$ cat src/common/lsu_pkg.sv
`default_nettype none

package lsu_pkg;

	// ------------------------------------------------------------
	// widths
	// ------------------------------------------------------------
	localparam int addr_w    = 32;
	localparam int xlen      = 32;
	localparam int bus_w     = 64;
	localparam int strb_w    = bus_w / 8;
	localparam int reg_idx_w = 5;

	// byte mask inside one 4-byte group
	typedef logic [3:0] grp_mask_t;

	typedef enum logic [3:0] {
		MEM_LB,
		MEM_LH,
		MEM_LW,
		MEM_LBU,
		MEM_LHU,
		MEM_SB,
		MEM_SH,
		MEM_SW
	} mem_op_e;

	typedef enum logic [1:0] {
		RD_IDLE,
		RD_WAIT_AR,
		RD_WAIT_R,
		RD_IDLE2
	} rd_state_e;

	typedef enum logic [2:0] {
		WR_IDLE,
		WR_WAIT_AW,
		WR_WAIT_W,
		WR_WAIT_B,
		WR_IDLE2
	} wr_state_e;

	function automatic logic is_load(mem_op_e op);
		return op inside {MEM_LB, MEM_LH, MEM_LW, MEM_LBU, MEM_LHU};
	endfunction

	function automatic logic is_store(mem_op_e op);
		return op inside {MEM_SB, MEM_SH, MEM_SW};
	endfunction

	// bytes touched, packed from bit 0
	function automatic grp_mask_t size_mask(mem_op_e op);
		case (op)
			MEM_LW, MEM_SW:          return 4'b1111;
			MEM_LH, MEM_LHU, MEM_SH: return 4'b0011;
			default:                 return 4'b0001;
		endcase
	endfunction

endpackage

`default_nettype wire

$ cat src/common/access_if.sv
`timescale 1ns/10ps
`default_nettype none

// lane plan of the access currently held in the stage
interface access_if #(
	parameter int ADDR_W = lsu_pkg::addr_w,
	parameter int BUS_W  = lsu_pkg::bus_w
);

	lsu_pkg::mem_op_e   op;
	logic               need_second;
	logic [ADDR_W-1:0]  first_addr;
	logic [ADDR_W-1:0]  second_addr;
	logic [BUS_W/8-1:0] first_strb;
	logic [BUS_W/8-1:0] second_strb;
	logic [BUS_W-1:0]   wdata;

	modport planner (
		output op, need_second, first_addr, second_addr,
		output first_strb, second_strb, wdata
	);

	modport user (
		input op, need_second, first_addr, second_addr,
		input first_strb, second_strb, wdata
	);

endinterface

`default_nettype wire

$ cat src/hw/lsu/axi_read_fsm.sv
`timescale 1ns/10ps
`default_nettype none

module axi_read_fsm #(
	parameter int ADDR_W = lsu_pkg::addr_w,
	parameter int BUS_W  = lsu_pkg::bus_w
) (
	input  wire               clock,
	input  wire               reset,
	input  wire               rd_start,
	access_if.user            plan,
	output logic              ar_valid,
	input  wire               ar_ready,
	output logic [ADDR_W-1:0] ar_addr,
	input  wire               r_valid,
	output logic              r_ready,
	input  wire [BUS_W-1:0]   r_data,
	output logic [BUS_W-1:0]  first_beat,
	output logic              second_phase,
	output logic              rd_done
);

	lsu_pkg::rd_state_e state;
	lsu_pkg::rd_state_e state_nx;
	logic               r_fire;
	logic               more;

	assign r_fire = r_valid && r_ready;
	// one more transaction follows this beat
	assign more   = plan.need_second && !second_phase;

	always_comb begin
		state_nx = state;
		case (state)
			lsu_pkg::RD_IDLE:
				if (rd_start)
					state_nx = lsu_pkg::RD_WAIT_AR;
			lsu_pkg::RD_WAIT_AR:
				if (ar_ready)
					state_nx = lsu_pkg::RD_WAIT_R;
			lsu_pkg::RD_WAIT_R:
				if (r_valid)
					state_nx = more ? lsu_pkg::RD_IDLE2 : lsu_pkg::RD_IDLE;
			lsu_pkg::RD_IDLE2:
				state_nx = lsu_pkg::RD_WAIT_AR;
			default:
				state_nx = lsu_pkg::RD_IDLE;
		endcase
	end

	always_ff @(posedge clock) begin
		if (reset) begin
			state        <= lsu_pkg::RD_IDLE;
			second_phase <= 1'b0;
		end else begin
			state <= state_nx;
			if (r_fire)
				second_phase <= more;
		end
	end

	// low half of a split read, kept for the gather
	always_ff @(posedge clock) begin
		if (r_fire && !second_phase)
			first_beat <= r_data;
	end

	assign ar_valid = (state == lsu_pkg::RD_WAIT_AR);
	assign ar_addr  = second_phase ? plan.second_addr : plan.first_addr;
	assign r_ready  = (state == lsu_pkg::RD_WAIT_R);
	assign rd_done  = r_fire && !more;

endmodule

`default_nettype wire

$ cat src/hw/lsu/axi_write_fsm.sv
`timescale 1ns/10ps
`default_nettype none

module axi_write_fsm #(
	parameter int ADDR_W = lsu_pkg::addr_w,
	parameter int BUS_W  = lsu_pkg::bus_w
) (
	input  wire                clock,
	input  wire                reset,
	input  wire                wr_start,
	access_if.user             plan,
	output logic               aw_valid,
	input  wire                aw_ready,
	output logic [ADDR_W-1:0]  aw_addr,
	output logic               w_valid,
	input  wire                w_ready,
	output logic [BUS_W-1:0]   w_data,
	output logic [BUS_W/8-1:0] w_strb,
	input  wire                b_valid,
	output logic               b_ready,
	output logic               wr_done
);

	lsu_pkg::wr_state_e state;
	lsu_pkg::wr_state_e state_nx;
	logic               second;
	logic               b_fire;
	logic               more;

	assign b_fire = b_valid && b_ready;
	assign more   = plan.need_second && !second;

	// ------------------------------------------------------------
	// AW, then W, then B
	// ------------------------------------------------------------
	always_comb begin
		state_nx = state;
		case (state)
			lsu_pkg::WR_IDLE:
				if (wr_start)
					state_nx = lsu_pkg::WR_WAIT_AW;
			lsu_pkg::WR_WAIT_AW:
				if (aw_ready)
					state_nx = lsu_pkg::WR_WAIT_W;
			lsu_pkg::WR_WAIT_W:
				if (w_ready)
					state_nx = lsu_pkg::WR_WAIT_B;
			lsu_pkg::WR_WAIT_B:
				if (b_valid)
					state_nx = more ? lsu_pkg::WR_IDLE2 : lsu_pkg::WR_IDLE;
			lsu_pkg::WR_IDLE2:
				state_nx = lsu_pkg::WR_WAIT_AW;
			default:
				state_nx = lsu_pkg::WR_IDLE;
		endcase
	end

	always_ff @(posedge clock) begin
		if (reset) begin
			state  <= lsu_pkg::WR_IDLE;
			second <= 1'b0;
		end else begin
			state <= state_nx;
			if (b_fire)
				second <= more;
		end
	end

	assign aw_valid = (state == lsu_pkg::WR_WAIT_AW);
	assign w_valid  = (state == lsu_pkg::WR_WAIT_W);
	assign b_ready  = (state == lsu_pkg::WR_WAIT_B);

	// phase picks address and strobe, data is the same on both beats
	assign aw_addr = second ? plan.second_addr : plan.first_addr;
	assign w_strb  = second ? plan.second_strb : plan.first_strb;
	assign w_data  = plan.wdata;

	assign wr_done = b_fire && !more;

endmodule

`default_nettype wire

$ cat src/hw/lsu/lane_align.sv
`timescale 1ns/10ps
`default_nettype none

module lane_align #(
	parameter int ADDR_W = lsu_pkg::addr_w,
	parameter int XLEN   = lsu_pkg::xlen,
	parameter int BUS_W  = lsu_pkg::bus_w
) (
	input  wire lsu_pkg::mem_op_e op_q,
	input  wire [ADDR_W-1:0]      addr_q,
	input  wire [XLEN-1:0]        sdata_q,
	access_if.planner             plan
);

	localparam int STRB_W = BUS_W / 8;
	localparam int LANE_W = $clog2(STRB_W);

	logic [LANE_W-1:0]     lane;
	logic [1:0]            grp_off;
	lsu_pkg::grp_mask_t    mask;
	logic [7:0]            spread;
	lsu_pkg::grp_mask_t    first_grp;
	lsu_pkg::grp_mask_t    second_grp;
	logic [ADDR_W-1:0]     next_grp_addr;
	logic [BUS_W-1:0]      sdata_ext;
	logic [2*BUS_W-1:0]    rot_dbl;

	assign lane    = addr_q[LANE_W-1:0];
	assign grp_off = addr_q[1:0];
	assign mask    = lsu_pkg::size_mask(op_q);

	// ------------------------------------------------------------
	// split decision
	// ------------------------------------------------------------
	// bytes shifted past bit 3 fall into the next group
	assign spread     = {4'b0000, mask} << grp_off;
	assign first_grp  = spread[3:0];
	assign second_grp = spread[7:4];

	assign plan.op          = op_q;
	assign plan.need_second = |second_grp;

	// ------------------------------------------------------------
	// addresses
	// ------------------------------------------------------------
	assign next_grp_addr    = {addr_q[ADDR_W-1:2], 2'b00} + ADDR_W'(4);
	assign plan.first_addr  = addr_q;
	assign plan.second_addr = next_grp_addr;

	// ------------------------------------------------------------
	// strobes
	// ------------------------------------------------------------
	// each group mask lands on the group its address selects
	assign plan.first_strb  = STRB_W'(first_grp) << {lane[LANE_W-1:2], 2'b00};
	assign plan.second_strb = STRB_W'(second_grp) << {next_grp_addr[LANE_W-1:2], 2'b00};

	// ------------------------------------------------------------
	// store data
	// ------------------------------------------------------------
	// rotate left by 8*lane, low bytes wrap round to the top
	assign sdata_ext  = BUS_W'(sdata_q);
	assign rot_dbl    = {sdata_ext, sdata_ext} << {lane, 3'b000};
	assign plan.wdata = rot_dbl[2*BUS_W-1:BUS_W];

endmodule

`default_nettype wire

$ cat src/hw/lsu/load_extract.sv
`timescale 1ns/10ps
`default_nettype none

module load_extract #(
	parameter int XLEN  = lsu_pkg::xlen,
	parameter int BUS_W = lsu_pkg::bus_w
) (
	access_if.user          plan,
	input  wire [BUS_W-1:0] first_beat,
	input  wire [BUS_W-1:0] r_data,
	input  wire             second_phase,
	output logic [XLEN-1:0] wb_data
);

	localparam int GROUPS = BUS_W / 32;

	logic [BUS_W-1:0] first_src;
	logic [31:0]      gathered;
	logic [63:0]      rot_dbl;
	logic [31:0]      aligned;

	// a split read has its first beat parked in the engine
	assign first_src = second_phase ? first_beat : r_data;

	// byte k of the group comes from whichever lane is strobed
	always_comb begin
		gathered = '0;
		for (int g = 0; g < GROUPS; g++) begin
			for (int k = 0; k < 4; k++) begin
				if (plan.first_strb[g*4+k])
					gathered[k*8 +: 8] = gathered[k*8 +: 8] | first_src[(g*4+k)*8 +: 8];
				if (plan.second_strb[g*4+k])
					gathered[k*8 +: 8] = gathered[k*8 +: 8] | r_data[(g*4+k)*8 +: 8];
			end
		end
	end

	// undo the lane rotation within the group
	assign rot_dbl = {gathered, gathered} >> {plan.first_addr[1:0], 3'b000};
	assign aligned = rot_dbl[31:0];

	always_comb begin
		wb_data = '0;
		if (lsu_pkg::is_load(plan.op)) begin
			case (plan.op)
				lsu_pkg::MEM_LB:  wb_data = XLEN'(signed'(aligned[7:0]));
				lsu_pkg::MEM_LBU: wb_data = XLEN'(aligned[7:0]);
				lsu_pkg::MEM_LH:  wb_data = XLEN'(signed'(aligned[15:0]));
				lsu_pkg::MEM_LHU: wb_data = XLEN'(aligned[15:0]);
				default:          wb_data = XLEN'(aligned);
			endcase
		end
	end

endmodule

`default_nettype wire

$ cat src/hw/mem_stage_ctrl.sv
`timescale 1ns/10ps
`default_nettype none

module mem_stage_ctrl #(
	parameter int ADDR_W = lsu_pkg::addr_w,
	parameter int XLEN   = lsu_pkg::xlen
) (
	input  wire                           clock,
	input  wire                           reset,
	input  wire                           in_valid,
	output logic                          in_allowin,
	input  wire lsu_pkg::mem_op_e         in_op,
	input  wire [ADDR_W-1:0]              in_addr,
	input  wire [XLEN-1:0]                in_sdata,
	input  wire [lsu_pkg::reg_idx_w-1:0]  in_rd,
	output lsu_pkg::mem_op_e              op_q,
	output logic [ADDR_W-1:0]             addr_q,
	output logic [XLEN-1:0]               sdata_q,
	output logic                          rd_start,
	output logic                          wr_start,
	input  wire                           rd_done,
	input  wire                           wr_done,
	output logic                          done,
	output logic                          wb_en,
	output logic [lsu_pkg::reg_idx_w-1:0] wb_rd
);

	logic stage_valid;
	logic start_q;
	logic accept;

	assign accept     = in_valid && in_allowin;
	assign in_allowin = !stage_valid || done;

	// completion comes from whichever engine owns the op
	assign done  = stage_valid && (lsu_pkg::is_load(op_q) ? rd_done : wr_done);
	assign wb_en = done && lsu_pkg::is_load(op_q);

	// one start pulse, the cycle after accept
	assign rd_start = start_q && lsu_pkg::is_load(op_q);
	assign wr_start = start_q && lsu_pkg::is_store(op_q);

	always_ff @(posedge clock) begin
		if (reset) begin
			stage_valid <= 1'b0;
			start_q     <= 1'b0;
		end else begin
			if (in_allowin)
				stage_valid <= in_valid;
			start_q <= accept;
		end
	end

	always_ff @(posedge clock) begin
		if (accept) begin
			op_q    <= in_op;
			addr_q  <= in_addr;
			sdata_q <= in_sdata;
			wb_rd   <= in_rd;
		end
	end

endmodule

`default_nettype wire

$ cat src/hw/mem_stage_top.sv
`timescale 1ns/10ps
`default_nettype none

module mem_stage_top #(
	parameter int ADDR_W = lsu_pkg::addr_w,
	parameter int XLEN   = lsu_pkg::xlen,
	parameter int BUS_W  = lsu_pkg::bus_w
) (
	input  wire                           clock,
	input  wire                           reset,
	// request side
	input  wire                           in_valid,
	output logic                          in_allowin,
	input  wire lsu_pkg::mem_op_e         in_op,
	input  wire [ADDR_W-1:0]              in_addr,
	input  wire [XLEN-1:0]                in_sdata,
	input  wire [lsu_pkg::reg_idx_w-1:0]  in_rd,
	// completion and writeback
	output logic                          done,
	output logic                          wb_en,
	output logic [lsu_pkg::reg_idx_w-1:0] wb_rd,
	output logic [XLEN-1:0]               wb_data,
	// read channels
	output logic                          ar_valid,
	input  wire                           ar_ready,
	output logic [ADDR_W-1:0]             ar_addr,
	input  wire                           r_valid,
	output logic                          r_ready,
	input  wire [BUS_W-1:0]               r_data,
	// write channels
	output logic                          aw_valid,
	input  wire                           aw_ready,
	output logic [ADDR_W-1:0]             aw_addr,
	output logic                          w_valid,
	input  wire                           w_ready,
	output logic [BUS_W-1:0]              w_data,
	output logic [BUS_W/8-1:0]            w_strb,
	input  wire                           b_valid,
	output logic                          b_ready
);

	lsu_pkg::mem_op_e  op_q;
	logic [ADDR_W-1:0] addr_q;
	logic [XLEN-1:0]   sdata_q;
	logic              rd_start;
	logic              wr_start;
	logic              rd_done;
	logic              wr_done;
	logic [BUS_W-1:0]  first_beat;
	logic              second_phase;

	access_if #(.ADDR_W(ADDR_W), .BUS_W(BUS_W)) plan_if ();

	mem_stage_ctrl #(.ADDR_W(ADDR_W), .XLEN(XLEN)) u_ctrl (
		.clock, .reset, .in_valid, .in_allowin, .in_op, .in_addr, .in_sdata, .in_rd,
		.op_q, .addr_q, .sdata_q, .rd_start, .wr_start, .rd_done, .wr_done,
		.done, .wb_en, .wb_rd
	);

	lane_align #(.ADDR_W(ADDR_W), .XLEN(XLEN), .BUS_W(BUS_W)) u_lane_align (
		.op_q, .addr_q, .sdata_q, .plan(plan_if.planner)
	);

	axi_read_fsm #(.ADDR_W(ADDR_W), .BUS_W(BUS_W)) u_read (
		.clock, .reset, .rd_start, .plan(plan_if.user),
		.ar_valid, .ar_ready, .ar_addr, .r_valid, .r_ready, .r_data,
		.first_beat, .second_phase, .rd_done
	);

	axi_write_fsm #(.ADDR_W(ADDR_W), .BUS_W(BUS_W)) u_write (
		.clock, .reset, .wr_start, .plan(plan_if.user),
		.aw_valid, .aw_ready, .aw_addr, .w_valid, .w_ready, .w_data, .w_strb,
		.b_valid, .b_ready, .wr_done
	);

	load_extract #(.XLEN(XLEN), .BUS_W(BUS_W)) u_extract (
		.plan(plan_if.user), .first_beat, .r_data, .second_phase, .wb_data
	);

endmodule

`default_nettype wire
$ cat config.mk
export PLATFORM = sky130hd
export DESIGN_NAME = mem_stage_top
export DESIGN_NICKNAME = d
export VERILOG_FILES = /design/src/common/lsu_pkg.sv /design/src/common/access_if.sv /design/src/hw/lsu/axi_read_fsm.sv /design/src/hw/lsu/axi_write_fsm.sv /design/src/hw/lsu/lane_align.sv /design/src/hw/lsu/load_extract.sv /design/src/hw/mem_stage_ctrl.sv /design/src/hw/mem_stage_top.sv
export SDC_FILE = /design/constraint.sdc
export NUM_CORES = 1
export LEC_CHECK = 0
export ABC_AREA = 1
export BUFFER_PORTS_ARGS = -buffer_cell sky130_fd_sc_hd__buf_2
export CAP_MARGIN = 20
export CORE_ASPECT_RATIO = 0.5
export CORE_MARGIN = 3
export CORE_UTILIZATION = 41
export DETAILED_ROUTE_END_ITERATION = 7
export HOLD_SLACK_MARGIN = 0.05
export MAX_ROUTING_LAYER = met4
export PLACE_DENSITY_LB_ADDON = 0.12
export SKIP_CTS_REPAIR_TIMING = 1
export SLEW_MARGIN = 20
export SYNTH_ARGS = -nofsm -noshare
export SYNTH_HDL_FRONTEND = slang
export SYNTH_SLANG_ARGS = --single-unit
export TNS_END_PERCENT = 20
$ cat constraint.sdc
create_clock -name clock -period 5.1 [get_ports clock]
set_input_delay 1.02 -clock clock [delete_from_list [all_inputs] [get_ports clock]]
set_output_delay 1.02 -clock clock [all_outputs]
set_load 0.03 [all_outputs]
==> metrics list <==
- Total I/O pin count: about 330
- The worst register-to-register path ends at u_ctrl.wb_rd[2].
* Max Cap Violations: 0
* Leakage dissipation: between 5 and 6 nW
- After floorplanning, the core was sized to cover 24170 µm².
- STA puts the critical path data arrival time at about 3.5 ns.
* Number of buffers inserted during clock tree synthesis: 17
- Clock latency on the worst-skew pair, taken at its later pin, is 0.45 ns.
- The tree is rooted in a sky130_fd_sc_hd__clkbuf_16.
- Part of the cycle the worst path needs: roughly 90%
- Max Clk Rate: between 200 and 250 MHz
- Measured against its own limit, the worst slew margin works out to roughly a third.
- The via count of the first global-routing pass came to 9896.
- Worst setup timing slack at the placement stage: roughly 1.1 ns
- The number of hold violations in the final report is 0.
* Cells taking the most area after synthesis: sky130_fd_sc_hd__edfxtp_1 (41%), sky130_fd_sc_hd__nand2_1 (17%), sky130_fd_sc_hd__o21ai_0 (9.0%)
* Via count of the routed design: between 10000 and 15000
- Ys async rst share: 0%
- Final Wtd Congestion: 0.9284
* R2r worst-path depth: 12
- Once detail routing completed, the nets flagged for antenna violations numbered 0.
* Worst Max-Slew Pin Slew: between 1 and 1.5 ns
- Setup repair after global routing missed its margin: false
* Period minus WS final: between 4 and 5 ns
- By startpoint and endpoint, the worst setup path is classified as reg2out.
- For this run, design rule violations remaining after detail routing come to 0.
* Sequential fraction of the synthesis area: a little over two fifths
* Count of synthesis-stage warnings from yosys: 0
- Global routing consumed, over all layers together, a little over a quarter of the routing resources.
- Final setup TNS: 0 ns
- Of all nets on the critical path, the largest fanout is 84.
* Crit path capture type: output port
- HP Class: reg2reg
* Wire length of the first global-routing pass: roughly 54000 µm
* Clock Tree Buf Depth: 2
- Cell area after synthesis: 10150 µm²
- In this run the critical register-to-register path is launched from u_ctrl.addr_q[1].
- The H-tree generated during clock tree synthesis spans 4 levels.
* Capture endpoint of the worst hold path: u_read.state[1]
- Each instance of the synthesized netlist takes up on average ~7.3 µm².
* Final setup violation count: 0
- Entering global routing, the biggest net connects 85 pins.
- Worst clock skew: 0.008960 ns
* Number of max-slew violations in the final report: 0
- The first TritonRoute pass finished after 6 iterations.
- Min-delay src: u_read.state[1]
- Power Density: approximately 310 nW/µm²
- Vias per Instance: around 5.3
* Reg2Reg Setup Slack: roughly 1.8 ns
- WL final: 35640 µm
* Number of antenna violations at the first check in global routing: 7
- VDD sags by at most between 200 and 250 µV.
* CTS Sinks: about 150
* Height of the die: around 120 µm
* Most numerous cell in the Yosys netlist: sky130_fd_sc_hd__nand2_1
- STA classifies the critical path startpoint as a register.
- Measured along the x axis, the die boundary spans between 200 and 250 µm.
* Endpoint required time on the critical path: roughly 4.1 ns
* Total Die Area: ~27000 µm²
- FF+latch count, synth: 146
- Number of cell rows: 40
- Dominant synthesized flop cell: sky130_fd_sc_hd__edfxtp_1
- Summed over its instances, the top area cell type makes up 40.54% of the synthesized netlist area.
* Worst setup margin: 0.6210 ns
* Initial standard-cell utilization of the core: roughly two fifths
- TritonCTS built the clock tree.
- Cells with a size suffix above 1 make up between 20% and 30% of the layout.
- Number of enable-type register cells in the synthesized netlist: 137
- Wire length per cell after detailed routing: ~18 µm
- At the end of the flow, the number of nets in the layout was 1820.
* Result of the run: completed
* Count of buffers inserted at the top-level ports: approximately 330
- After clock tree synthesis, the clock-pin slew on the worst setup and hold paths is roughly 0.070 ns.
- Launch point of the critical path: u_read.second_phase
- By count the netlist is led by sky130_fd_sc_hd__nand2_1 (464), sky130_fd_sc_hd__o21ai_0 (183), sky130_fd_sc_hd__edfxtp_1 (137), sky130_fd_sc_hd__inv_1 (107), sky130_fd_sc_hd__nand3_1 (99).
- Number of violations reported at the end of detailed-routing iteration 0: approximately 1100
* Count of unique library cells instantiated by Yosys: 48
- Number of standard cells after synthesis: 1389
- Library cell occupying the most area in the post-synthesis netlist: sky130_fd_sc_hd__edfxtp_1
- Number of nets in the synthesized netlist: about 1500
* Fillers: roughly 2400
- The HPWL after detailed placement is 26840 µm.
* Area Growth Syn to Fin: 24.14%
- Global route overflow: 0
- Hold Path Depth: 2
-- layer usage --
metal  global-route usage, %  vias up  part of all wire [%]
met4                   8.900        0                   2.3
li1                        -     5210                     -
met1                   33.10     4967                    42
met3                   5.706       55                   7.4
met2                   44.30      462                    48
met5                       -        -                     0
-- sequential cells by signal, indices dropped and copies added (netlist names) --
| register | cells |
|---|---|
| u_ctrl.addr_q | 32 |
| u_ctrl.op_q | 4 |
| u_ctrl.sdata_q | 32 |
| u_ctrl.stage_valid | 1 |
| u_ctrl.start_q | 1 |
| u_ctrl.wb_rd | 5 |
| u_read.first_beat | 64 |
| u_read.second_phase | 1 |
| u_read.state | 2 |
| u_write.second | 1 |
| u_write.state | 3 |
-- how the worst max path moves through the flow --
stage	end	slack [ns]	depth (start not counted)
3_5_place_dp	wb_data[19]	1.14	12
3_3_place_gp	wb_data[31]	1.23	13
6_report	wb_data[19]	0.62	12
2_1_floorplan	u_read.first_beat[0]	0.79	6
4_1_cts	wb_data[19]	0.64	12
5_1_grt	wb_data[20]	0.36	12
-- cells by family (layout without fill, tap and decap cells) --
family,Yosys count,count (layout),share of synthesized area (%)
AO/OA/AOI/OAI,277,277,14.28
XOR/XNOR,23,23,1.985
other,0,8,0
multiplexers,1,1,0.09864
adder cells (fa/ha/maj),4,4,0.4932
flip-flops,146,146,42.31
AND/OR/NAND/NOR,743,743,33.14
buffers and inverters,195,490,7.693
-- final cells by class --
type / instances / area, µm² / share of cell area (%)
clock inverter: 15 / 166.4 / 1.321
sequential: 146 / 4299 / 34.12
antenna: 8 / 20.02 / 0.1589
clock buffer: 17 / 425.4 / 3.377
multi-input combinational: 1048 / 5081 / 40.33
timing repair buffer: 341 / 1747 / 13.86
tap: 336 / 420.4 / 3.337
inverter: 117 / 439.2 / 3.486
-- worst max-delay path, cell delays in order, from the launching register on --
cell                      delay (ns)
sky130_fd_sc_hd__dfxtp_4        0.65
sky130_fd_sc_hd__buf_4          0.74
sky130_fd_sc_hd__nand2_1        0.14
sky130_fd_sc_hd__o21ai_0        0.12
sky130_fd_sc_hd__nand4_1        0.14
sky130_fd_sc_hd__nand3_2        0.11
sky130_fd_sc_hd__nand2_1        0.07
sky130_fd_sc_hd__nand3_2        0.13
sky130_fd_sc_hd__nand3_4        0.15
sky130_fd_sc_hd__nand3_2        0.12
sky130_fd_sc_hd__nand2_4        0.20
sky130_fd_sc_hd__nor2_1         0.19
sky130_fd_sc_hd__buf_2          0.22
-- through the flow --
stage	cells	hold WS [ns]	utilization, %	instance area [µm²]	power (mW)
floorplan	1389	0.4560	-	10150	2.225
global placement	1988	0.4719	49.59	11990	2.574
detailed placement	1988	0.4780	49.59	11990	2.593
CTS	2020	0.4885	52.03	12580	3.884
global route	2027	0.5222	52.11	12600	4.040
finish	2028	0.4947	52.12	12600	3.859
-- report_power, final --
part	internal, mW	switching [mW]
Combinational	0.312	0.823
Clock	0.694	0.589
Sequential	1.38	0.0610
Total	2.39	1.47
-- cell usage in the layout (no fill, tap or decap), drive strengths merged, types with 4 or more instances in the layout --
cell type / n
nand2: 476
buf: 341
o21ai: 193
edfxtp: 137
inv: 124
nand3: 115
nor2: 111
a21oi: 64
nand4: 21
xor2: 20
clkbuf: 17
nor3: 13
dfxtp: 9
diode: 8
a211oi: 6
nor4: 5
ha: 4
clkinv: 4
(Power assumes the default switching activity.)
